**src/logic/fetch_pkg.sv**
```systemverilog
`default_nettype none

package fetch_pkg;

    // Address split for 4 KB pages
    localparam int ADDR_BITS = 32;
    localparam int PAGE_BITS = 12;
    localparam int VPN_BITS  = ADDR_BITS - PAGE_BITS;

    // One cache line holds four instruction words
    localparam int LINE_BITS = 128;

    // Virtual and physical page numbers share one width
    typedef logic [VPN_BITS-1:0] vpn_t;

    // TLB entry write, valid for one cycle
    typedef struct packed {
        logic valid;
        vpn_t vpn;
        vpn_t ppn;
    } tlb_fill_t;

    // Line read request toward external memory
    typedef struct packed {
        logic                 read_en;
        logic [ADDR_BITS-1:0] addr;
    } mem_req_t;

    // Line returned with a single-cycle ready pulse
    typedef struct packed {
        logic                 ready;
        logic [LINE_BITS-1:0] data;
    } mem_resp_t;

endpackage

`default_nettype wire

```
**src/logic/icache.sv**
```systemverilog
`timescale 1ns/1ps
`default_nettype none

module icache #(
    parameter int CACHE_SETS = 16
) (
    input  logic                           clk,
    input  logic                           reset,
    input  logic                           lookup,
    input  logic [fetch_pkg::ADDR_BITS-1:0] paddr,
    input  fetch_pkg::mem_resp_t           mem_resp,
    output logic [31:0]                    word,
    output logic                           busy,
    output fetch_pkg::mem_req_t            mem_req
);
    import fetch_pkg::*;

    localparam int WORD_BITS   = 32;
    localparam int OFFSET_BITS = $clog2(LINE_BITS / 8);
    localparam int INDEX_BITS  = $clog2(CACHE_SETS);
    localparam int TAG_BITS    = ADDR_BITS - INDEX_BITS - OFFSET_BITS;

    logic [LINE_BITS-1:0]   line_q [CACHE_SETS];
    logic [TAG_BITS-1:0]    tag_q [CACHE_SETS];
    logic [CACHE_SETS-1:0]  valid_q;

    logic                   fill_active;
    logic [ADDR_BITS-1:0]   fill_addr;
    logic [INDEX_BITS-1:0]  fill_index;
    logic [TAG_BITS-1:0]    fill_tag;
    logic                   fill_done;

    logic [INDEX_BITS-1:0]  index;
    logic [TAG_BITS-1:0]    tag;
    logic [OFFSET_BITS-3:0] word_sel;
    logic                   hit;
    logic                   start_fill;

    // Lookup address fields
    assign index    = paddr[OFFSET_BITS +: INDEX_BITS];
    assign tag      = paddr[ADDR_BITS-1 -: TAG_BITS];
    assign word_sel = paddr[OFFSET_BITS-1:2];

    assign hit  = lookup && valid_q[index] && (tag_q[index] == tag);
    assign word = line_q[index][word_sel * WORD_BITS +: WORD_BITS];

    // Busy from the miss cycle until the line has been written
    assign busy       = fill_active || (lookup && !hit);
    assign start_fill = lookup && !hit && !fill_active;
    assign fill_done  = fill_active && mem_resp.ready;

    // Fill target comes from the latched request address
    assign fill_index = fill_addr[OFFSET_BITS +: INDEX_BITS];
    assign fill_tag   = fill_addr[ADDR_BITS-1 -: TAG_BITS];

    assign mem_req.read_en = fill_active;
    assign mem_req.addr    = fill_addr;

    // Fill FSM and valid bits
    always_ff @(posedge clk or posedge reset) begin
        if (reset) begin
            fill_active <= 1'b0;
            valid_q     <= '0;
        end else if (start_fill) begin
            fill_active <= 1'b1;
        end else if (fill_done) begin
            fill_active         <= 1'b0;
            valid_q[fill_index] <= 1'b1;
        end
    end

    // Request address, tags and line data
    always_ff @(posedge clk) begin
        if (start_fill) begin
            fill_addr <= {paddr[ADDR_BITS-1:OFFSET_BITS], OFFSET_BITS'(0)};
        end
        if (fill_done) begin
            line_q[fill_index] <= mem_resp.data;
            tag_q[fill_index]  <= fill_tag;
        end
    end

endmodule

`default_nettype wire

```
**src/logic/itlb.sv**
```systemverilog
`timescale 1ns/1ps
`default_nettype none

module itlb #(
    parameter int TLB_ENTRIES = 4
) (
    input  logic                 clk,
    input  logic                 reset,
    input  fetch_pkg::vpn_t      vpn,
    input  fetch_pkg::tlb_fill_t fill,
    output fetch_pkg::vpn_t      ppn,
    output logic                 hit
);
    import fetch_pkg::*;

    localparam int PTR_BITS = (TLB_ENTRIES > 1) ? $clog2(TLB_ENTRIES) : 1;

    vpn_t                   tag_q [TLB_ENTRIES];
    vpn_t                   ppn_q [TLB_ENTRIES];
    logic [TLB_ENTRIES-1:0] valid_q;
    logic [PTR_BITS-1:0]    victim_q;

    // Parallel compare against every valid entry
    always_comb begin
        hit = 1'b0;
        ppn = '0;
        for (int i = 0; i < TLB_ENTRIES; i++) begin
            if (valid_q[i] && tag_q[i] == vpn) begin
                hit = 1'b1;
                ppn = ppn_q[i];
            end
        end
        // Fill in flight answers at once, keeps a TLB miss to one stall cycle
        if (fill.valid && fill.vpn == vpn) begin
            hit = 1'b1;
            ppn = fill.ppn;
        end
    end

    // Valid bits and round-robin victim pointer
    always_ff @(posedge clk or posedge reset) begin
        if (reset) begin
            valid_q  <= '0;
            victim_q <= '0;
        end else if (fill.valid) begin
            valid_q[victim_q] <= 1'b1;
            if (victim_q == PTR_BITS'(TLB_ENTRIES - 1)) begin
                victim_q <= '0;
            end else begin
                victim_q <= victim_q + 1'b1;
            end
        end
    end

    // Entry contents
    always_ff @(posedge clk) begin
        if (fill.valid) begin
            tag_q[victim_q] <= fill.vpn;
            ppn_q[victim_q] <= fill.ppn;
        end
    end

endmodule

`default_nettype wire

```
**src/logic/stage_fetch.sv**
```systemverilog
`timescale 1ns/1ps
`default_nettype none

module stage_fetch #(
    parameter logic [fetch_pkg::ADDR_BITS-1:0] INIT_ADDR   = 'h200,
    parameter logic [fetch_pkg::ADDR_BITS-1:0] PAGE_OFFSET = 'h1000,
    parameter int                              TLB_ENTRIES = 4,
    parameter int                              CACHE_SETS  = 16
) (
    input  logic                            clk,
    input  logic                            reset,
    input  logic                            branch_taken,
    input  logic [fetch_pkg::ADDR_BITS-1:0] new_pc,
    input  logic                            pc_write_disable,
    input  fetch_pkg::mem_resp_t            mem_resp,
    output logic [fetch_pkg::ADDR_BITS-1:0] pc,
    output logic [31:0]                     instruction,
    output logic                            stall,
    output fetch_pkg::mem_req_t             mem_req
);
    import fetch_pkg::*;

    vpn_t                 tlb_ppn;
    logic                 tlb_hit;
    logic                 tlb_miss;
    tlb_fill_t            tlb_fill;
    logic [ADDR_BITS-1:0] paddr;
    logic                 cache_busy;

    assign tlb_miss = !tlb_hit;
    assign stall    = tlb_miss || cache_busy;

    // Physical address only used when the TLB hits
    assign paddr = {tlb_ppn, pc[PAGE_BITS-1:0]};

    // Freeze first, then redirect, then sequential advance
    always_ff @(posedge clk or posedge reset) begin
        if (reset) begin
            pc <= INIT_ADDR;
        end else if (!pc_write_disable) begin
            if (branch_taken) begin
                pc <= new_pc;
            end else if (!stall) begin
                pc <= pc + ADDR_BITS'(4);
            end
        end
    end

    itlb #(
        .TLB_ENTRIES(TLB_ENTRIES)
    ) u_itlb (
        .clk  (clk),
        .reset(reset),
        .vpn  (pc[ADDR_BITS-1:PAGE_BITS]),
        .fill (tlb_fill),
        .ppn  (tlb_ppn),
        .hit  (tlb_hit)
    );

    tlb_refill #(
        .PAGE_OFFSET(PAGE_OFFSET)
    ) u_refill (
        .clk  (clk),
        .reset(reset),
        .miss (tlb_miss),
        .vpn  (pc[ADDR_BITS-1:PAGE_BITS]),
        .fill (tlb_fill)
    );

    // A TLB miss never reaches the cache
    icache #(
        .CACHE_SETS(CACHE_SETS)
    ) u_icache (
        .clk     (clk),
        .reset   (reset),
        .lookup  (tlb_hit),
        .paddr   (paddr),
        .mem_resp(mem_resp),
        .word    (instruction),
        .busy    (cache_busy),
        .mem_req (mem_req)
    );

endmodule

`default_nettype wire

```
**src/logic/tlb_refill.sv**
```systemverilog
`timescale 1ns/1ps
`default_nettype none

module tlb_refill #(
    parameter logic [fetch_pkg::ADDR_BITS-1:0] PAGE_OFFSET = 'h1000
) (
    input  logic                 clk,
    input  logic                 reset,
    input  logic                 miss,
    input  fetch_pkg::vpn_t      vpn,
    output fetch_pkg::tlb_fill_t fill
);
    import fetch_pkg::*;

    // Page number part of the fixed OS mapping
    localparam vpn_t OFFSET_PN = PAGE_OFFSET[ADDR_BITS-1:PAGE_BITS];

    // The registered fill doubles as the pending flag, so one miss
    // yields exactly one fill pulse
    always_ff @(posedge clk or posedge reset) begin
        if (reset) begin
            fill <= '0;
        end else if (miss && !fill.valid) begin
            fill.valid <= 1'b1;
            fill.vpn   <= vpn;
            fill.ppn   <= vpn + OFFSET_PN;
        end else begin
            fill.valid <= 1'b0;
        end
    end

endmodule

`default_nettype wire

```
**config.mk**
```make
export PLATFORM = sky130hd
export DESIGN_NAME = stage_fetch
export DESIGN_NICKNAME = d
export VERILOG_FILES = /design/src/logic/fetch_pkg.sv /design/src/logic/icache.sv /design/src/logic/itlb.sv /design/src/logic/stage_fetch.sv /design/src/logic/tlb_refill.sv
export SDC_FILE = /design/constraint.sdc
export NUM_CORES = 2
export LEC_CHECK = 0
export ABC_CLOCK_PERIOD_IN_PS = 17500
export BUFFER_PORTS_ARGS = -buffer_cell sky130_fd_sc_hd__clkbuf_2
export CORE_MARGIN = 2
export CORE_UTILIZATION = 62
export DETAILED_ROUTE_END_ITERATION = 10
export GPL_ROUTABILITY_DRIVEN = 0
export PLACE_DENSITY = 0.78
export SLEW_MARGIN = 20
export SYNTH_ARGS = -nofsm -noshare
export SYNTH_HDL_FRONTEND = slang
export SYNTH_SLANG_ARGS = --single-unit
export TNS_END_PERCENT = 100
```
**constraint.sdc**
```tcl
create_clock -name clk -period 17.5 [get_ports clk]
set_input_delay 3.5 -clock clk [delete_from_list [all_inputs] [get_ports clk]]
set_output_delay 3.5 -clock clk [all_outputs]
set_load 0.02 [all_outputs]
```
Word-level counts from Yosys, hierarchy flattened
Memories as Yosys holds them, arrays and structs flattened.
Cells that the tools add are included.
Storage, ports and cells
  bits in registers: 124
  RAM bits: 2592
  bits of input ports: 165
  output and inout bits: 98
  word-level logic and storage cells: 82
  memories: 4
Memories
  u_icache.line_q: words 16, bits a word 128, rd ports 1, clocked after Yosys merged registers in 0, write ports 1, line icache.sv:23  | logic [LINE_BITS-1:0] line_q [CACHE_SETS];
  u_icache.tag_q: words 16, bits a word 24, rd ports 1, clocked after Yosys merged registers in 0, write ports 1, line icache.sv:24  | logic [TAG_BITS-1:0] tag_q [CACHE_SETS];
  u_itlb.ppn_q: words 4, bits a word 20, rd ports 4, clocked after Yosys merged registers in 0, write ports 1, line itlb.sv:19  | vpn_t ppn_q [TLB_ENTRIES];
  u_itlb.tag_q: words 4, bits a word 20, rd ports 4, clocked after Yosys merged registers in 0, write ports 1, line itlb.sv:18  | vpn_t tag_q [TLB_ENTRIES];
Cells by class
  add/sub/neg operators: 3
  magnitude comparators: 5
  equality and inequality tests: 8
  shift operators: 1
  muxes and demuxes: 26
  bitwise operators: 4
  reduce and logical (&&, ||, !) cells: 22
Operators by type and width (number)
  $shiftx 128x8->32: 1
  $eq 20x20->1: 5
  $mux 20: 5
  $mux 32: 2
  $add 32x3->32 const B: 1
  $eq 24x24->1: 1
  $add 20x1->20 const B: 1
  $or 16x16->16: 1
  $mux 1: 15
  $logic_and 1x1->1: 13
  $lt 4x5->1 const B: 2
  $bmux 1 s4: 1
  $demux 1 s4: 1
  $ge 4x1->1 const B: 1
  $logic_not 1->1: 4
  $or 4x4->4: 1
  $reduce_and 2->1: 2
  $lt 2x3->1 const B: 1
  $add 2x1->2 const B: 1
  $demux 1 s2: 1
  $eq 2x2->1 const B: 1
  $ge 2x1->1 const B: 1
  $logic_or 1x1->1: 2
  $mux 2: 1
  3 further kinds: 4

Longest topological paths before layout
An unclocked memory read counts as a cell.
  depth after elaboration: 16
  mapped depth: 18
  mapped depth without buffers: 13

By module
Synthesis repeated with hierarchy kept, for this count alone.
Second synthesis, totals
  cells, all modules: 4682
  area, all modules: 106119.3 um2
By module, submodules not included
  icache: instances 1, cells an instance 3711, area each 94495.6 um2, seq. area each 74296.3 um2
  itlb: instances 1, cells an instance 508, area each 7554.7 um2, seq. area each 4954.8 um2
  stage_fetch: instances 1, cells an instance 249, area each 2053.2 um2, seq. area each 802.0 um2
  tlb_refill: instances 1, cells an instance 214, area each 2015.7 um2, seq. area each 1026.0 um2

Worst setup path before layout
Ideal clock, no wire load.
  kind: input -> register
  from: input mem_resp[128] (netlist name)
  to: register u_icache.valid_q[0]
  arrival: 15.151 ns
  path slack: 2.218 ns
  cell stages on the path: 4
  buffers on the path: 0
  cell sequence: nand2_1 > or3_1 > nor3_1 > or2_2
On the way
  cells in the longest elaborated chain, start to end: 2
Ends and longest elaborated chain
  from (decl): line stage_fetch.sv:15  | input fetch_pkg::mem_resp_t mem_resp,
  $logic_and 1x1->1: line icache.sv:50  | assign fill_done = fill_active && mem_resp.ready;
  $reduce_and 2->1 (no source line)
  to (signal assigned): line icache.sv:63  | valid_q <= '0;
  to (signal, indexed assignment): line icache.sv:68  | valid_q[fill_index] <= 1'b1;
  to (decl): line icache.sv:25  | logic [CACHE_SETS-1:0] valid_q;
No other way between the ends.
A chain may end at the register's enable or synchronous reset.

Worst setup path in the final report
  from: register pc[4] (netlist name)
  to: output stall
On the way
  cells in the longest elaborated chain, start to end: 8
  elaborated cells between the ends (all ways): 10
Ends and longest elaborated chain
  from (decl): line stage_fetch.sv:16  | output logic [fetch_pkg::ADDR_BITS-1:0] pc,
  from (signal assigned): line stage_fetch.sv:42  | pc <= new_pc;
  from (signal assigned): line stage_fetch.sv:44  | pc <= pc + ADDR_BITS'(4);
  branches (longest 3 deep; another with $mem_v2 16x24)
  $logic_and 1x1->1 *: line icache.sv:44  | assign hit = lookup && valid_q[index] && (tag_q[index] == tag);
  $logic_not 1->1 *: line icache.sv:48  | assign busy = fill_active || (lookup && !hit);
  $logic_and 1x1->1 *: line icache.sv:48
  $logic_or 1x1->1 *: line icache.sv:48
  $logic_or 1x1->1 *: line stage_fetch.sv:31  | assign stall = tlb_miss || cache_busy;
  to (decl): line stage_fetch.sv:18  | output logic stall,
Every way passes the cells marked *. The select of a mux whose other input is x is not followed.

==> implementation parameters <==
Parameter                              Value

Final layout
  Number of fill cells in the layout    between 9000 and 10000
  Count of nets after finishing    a little over 5000
  Leading cell types in the layout, fill and taps excluded    edfxtp_1 (2620), mux4_2 (781), clkbuf_16 (291)
  Share of final-layout standard cells stronger than drive strength 1    0.310
  Layout area overhead    12.0%
  Area occupied by multi-input gates    about 23000 sq um
  Final cell utilization of the core    0.699
  Most frequent standard cell in the layout excluding fill and tap cells    edfxtp_1
  Register area    81100 sq um

Power
  Maximum resistive drop on vdd    0.119 mV
  Power per Cell Area    roughly 120 nW/um^2
  LEAKAGE    around 0.036 uW
  Overall power after layout    between 10000 and 15000 uW

Yosys
  Proportion of register bits with asynchronous set or reset after synthesis    0.0353
  Synthesized area divided by synthesized cell count    between 20 and 25 sq um
  Ranking of synthesized cells by area    edfxtp_1 (75%), mux4_2 (17%), dfrtp_1 (2.3%)
  Warnings, synthesis    0
  Leading register cell type out of synthesis    edfxtp_1
  Synth Register Bits    ~2700
  Cell type with the largest total area after synthesis    edfxtp_1
  Post-synthesis cell type count    92
  Register area share after synthesis    0.768
  Area of the mapped netlist    approximately 110000 sq um
  Gate Count Post-Synth    ~4600
  Area share of the leading cell type in the synthesized netlist    0.745
  Number of synthesized flops with an enable pin    about 2600

Setup path
  Crit Reg-Reg Endpoint    pc[18]$_DFFE_PP0P_
  Start-to-end type of the worst setup path    flip-flop to output pin
  RR Startpoint    pc[4]$_DFFE_PP0P_
  Most Frequent Cell on Critical Path    buf_4
  Worst setup EP type    output pin
  CP Data Arrival Time    slightly above 7000 ps
  Maximum fanout encountered on the critical timing path    a little under 50
  Slack of the worst reg-to-reg path    between 10000 and 15000 ps
  Crit start category    flip-flop
  Critical path data required time    approximately 14000 ps
  Kind of cell adding the most delay to the critical path    buffers and inverters
  Buf+Inv Stages, Crit Path    5
  Cell breakdown of the critical path    buf_4, buf_4, buf_4, mux4_2, mux4_2, xnor2_1, and3b_1, nand3_1, nor3_4, inv_2, clkbuf_2
  Worst path slowest cell    dfrtp_4
  Longest individual stage delay on the worst path    roughly 900 ps
  Worst Reg2Reg Path Length in Cells    11

Clock tree
  Skew-Pair Late Insertion Delay    roughly 930 ps
  Number of gates resized after cts    0
  Cts-stage hold buffer count    0
  Post-CTS setup-driven buffer insertion count    0
  Longest Clk Path Bufs    4
  Post-CTS clock slew at the launch and capture registers of the worst setup and hold paths    60 ps
  CTS root buf    clkbuf_16
  Deepest level of the CTS H-tree    5
  TritonCTS clock tree    done
  Inserted Clock Buffers    ~280
  Clk sinks    2716

Die
  Core ar.    169000 sq um
  Overall die width    417 microns
  Effective utilization at floorplan    0.624
  Die span in y    approximately 420 microns
  Standard-cell row count    between 150 and 200
  Die area    174000 sq um
  Top Ports    263

Drt
  Vias/cell    a little over 7
  Drt total wl    about 280000 microns
  WL per Instance    between 30 and 40 microns
  Number of nets with antenna violations after routing    0
  Routed via count    roughly 54000
  Number of DRC markers in iteration 0    roughly 8000
  DR pass1 iterations    6
  DRC violation count after routing    0

Global route
  Via count of the first global-routing pass    about 55000
  Wire length of the first global-routing pass    roughly 400000 microns
  Pin count of the biggest net entering global routing    112
  GR Util met3    0.0586
  Global-route track usage on met2    0.547
  Remaining Overflow, GRT    0
  Met1 global-route usage    0.420
  Total track usage    0.328
  Layer carrying the most global-route usage    met2
  Antenna violations before repair    between 50 and 60

Timing
  Worst hold slack across all endpoints    between 400 and 500 ps
  Final setup TNS    0 ps
  Setup repair after global routing missed its margin    false
  Final min period    approximately 11000 ps
  Max Clock Skew    31.8 ps
  Min setup slack post-route    between 6000 and 7000 ps
  Share of the cycle needed by the critical path after routing    0.615
  Number of max-slew violations in the final report    0
  Setup-violating endpoint count in the final report    0
  Highest attainable clock frequency    92.9 MHz
  Worst slew margin relative to its limit    0.203
  Total count of hold-check failures in the final report    0
  Transition time of the tightest slew-check pin    1200 ps

Placed design
  Port Buf Inserts    258
  Worst-case setup slack after placement    7620 ps
  Final HPWL from detailed placement    ~130000 microns

Worst hold path
  Hold Path Stages    1
  Hold EP    u_icache.valid_q[10]$_DFFE_PP0P_
  Startpoint of the tightest hold check path    u_icache.valid_q[10]$_DFFE_PP0P_
  HP Class    flip-flop to flip-flop

Run
  Max-Cap Viols    0

Status
  Outcome    finished clean
metrics by stage:
| step | std cells | area (sq um) |
|---|---|---|
| final | 7448 | 118000 |
| after detailed placement | 6936 | 110000 |
| after global routing | 7443 | 118000 |
| after floorplan | 4624 | 106000 |
| after CTS | 7409 | 118000 |
| after global placement | 6935 | 110000 |
cell type report:
type                    instances  area share
diodes                         38    0.000804
clock buffers                 351      0.0638
clock inverters               122     0.00869
inverters                      25    0.000814
multi-input cells            1623       0.198
flip-flops and latches       2716       0.686
well taps                    2218      0.0235
repair buffers                355      0.0186
where the power goes:
part	switching, uW	internal, uW
Clock	2430	3300
Sequential	106	7150
Combinational	754	636
Total	3290	11100
synth_stat cells, drive strengths merged, types with 29 or more instances:
cell / n
nand3: 38
nor2: 104
edfxtp: 2620
o21ai: 29
xnor2: 70
nand4: 36
mux4: 781
a21oi: 38
xor2: 66
dfrtp: 95
clkbuf: 134
nor3: 30
nand2: 74
nor4: 38
buf: 126
cell families after synthesis:
kind of cell / count (synthesis) / synth area share
adders and majority gates: 6 / 0.000711
other: 1 / 0.0000355
and+or+nand+nor: 434 / 0.0222
buffers and inverters: 285 / 0.0114
AOI/OAI and AO/OA: 222 / 0.0157
muxes: 821 / 0.171
xor gates and xnor gates: 136 / 0.0113
DFF: 2716 / 0.768
per-layer routing:
metal | vias to the layer above | part of all wire
li1 | 20500 | -
met1 | 28400 | 0.34
met2 | 4042 | 0.51
met3 | 738 | 0.093
met4 | 6 | 0.056
met5 | - | 0.00012
flip-flops by register name, summed over array words and instances, names as in the netlist:
register / flops
pc: 32
u_icache.fill_active: 1
u_icache.fill_addr: 28
u_icache.line_q: 2048
u_icache.tag_q: 384
u_icache.valid_q: 16
u_itlb.ppn_q: 80
u_itlb.tag_q: 80
u_itlb.valid_q: 4
u_itlb.victim_q: 2
u_refill.fill: 41
worst max path at each step:
stage / start / endpoint / cells past startpoint
after detailed placement: pc[4]$_DFFE_PP0P_ / stall / 11
after CTS: pc[4]$_DFFE_PP0P_ / stall / 11
after floorplan: mem_resp[128] / u_icache.valid_q[0]$_DFFE_PP0P_ / 4
final: pc[4]$_DFFE_PP0P_ / stall / 11
after global routing: pc[4]$_DFFE_PP0P_ / stall / 11
after global placement: pc[4]$_DFFE_PP0P_ / stall / 11
(Power assumes the default switching activity.)
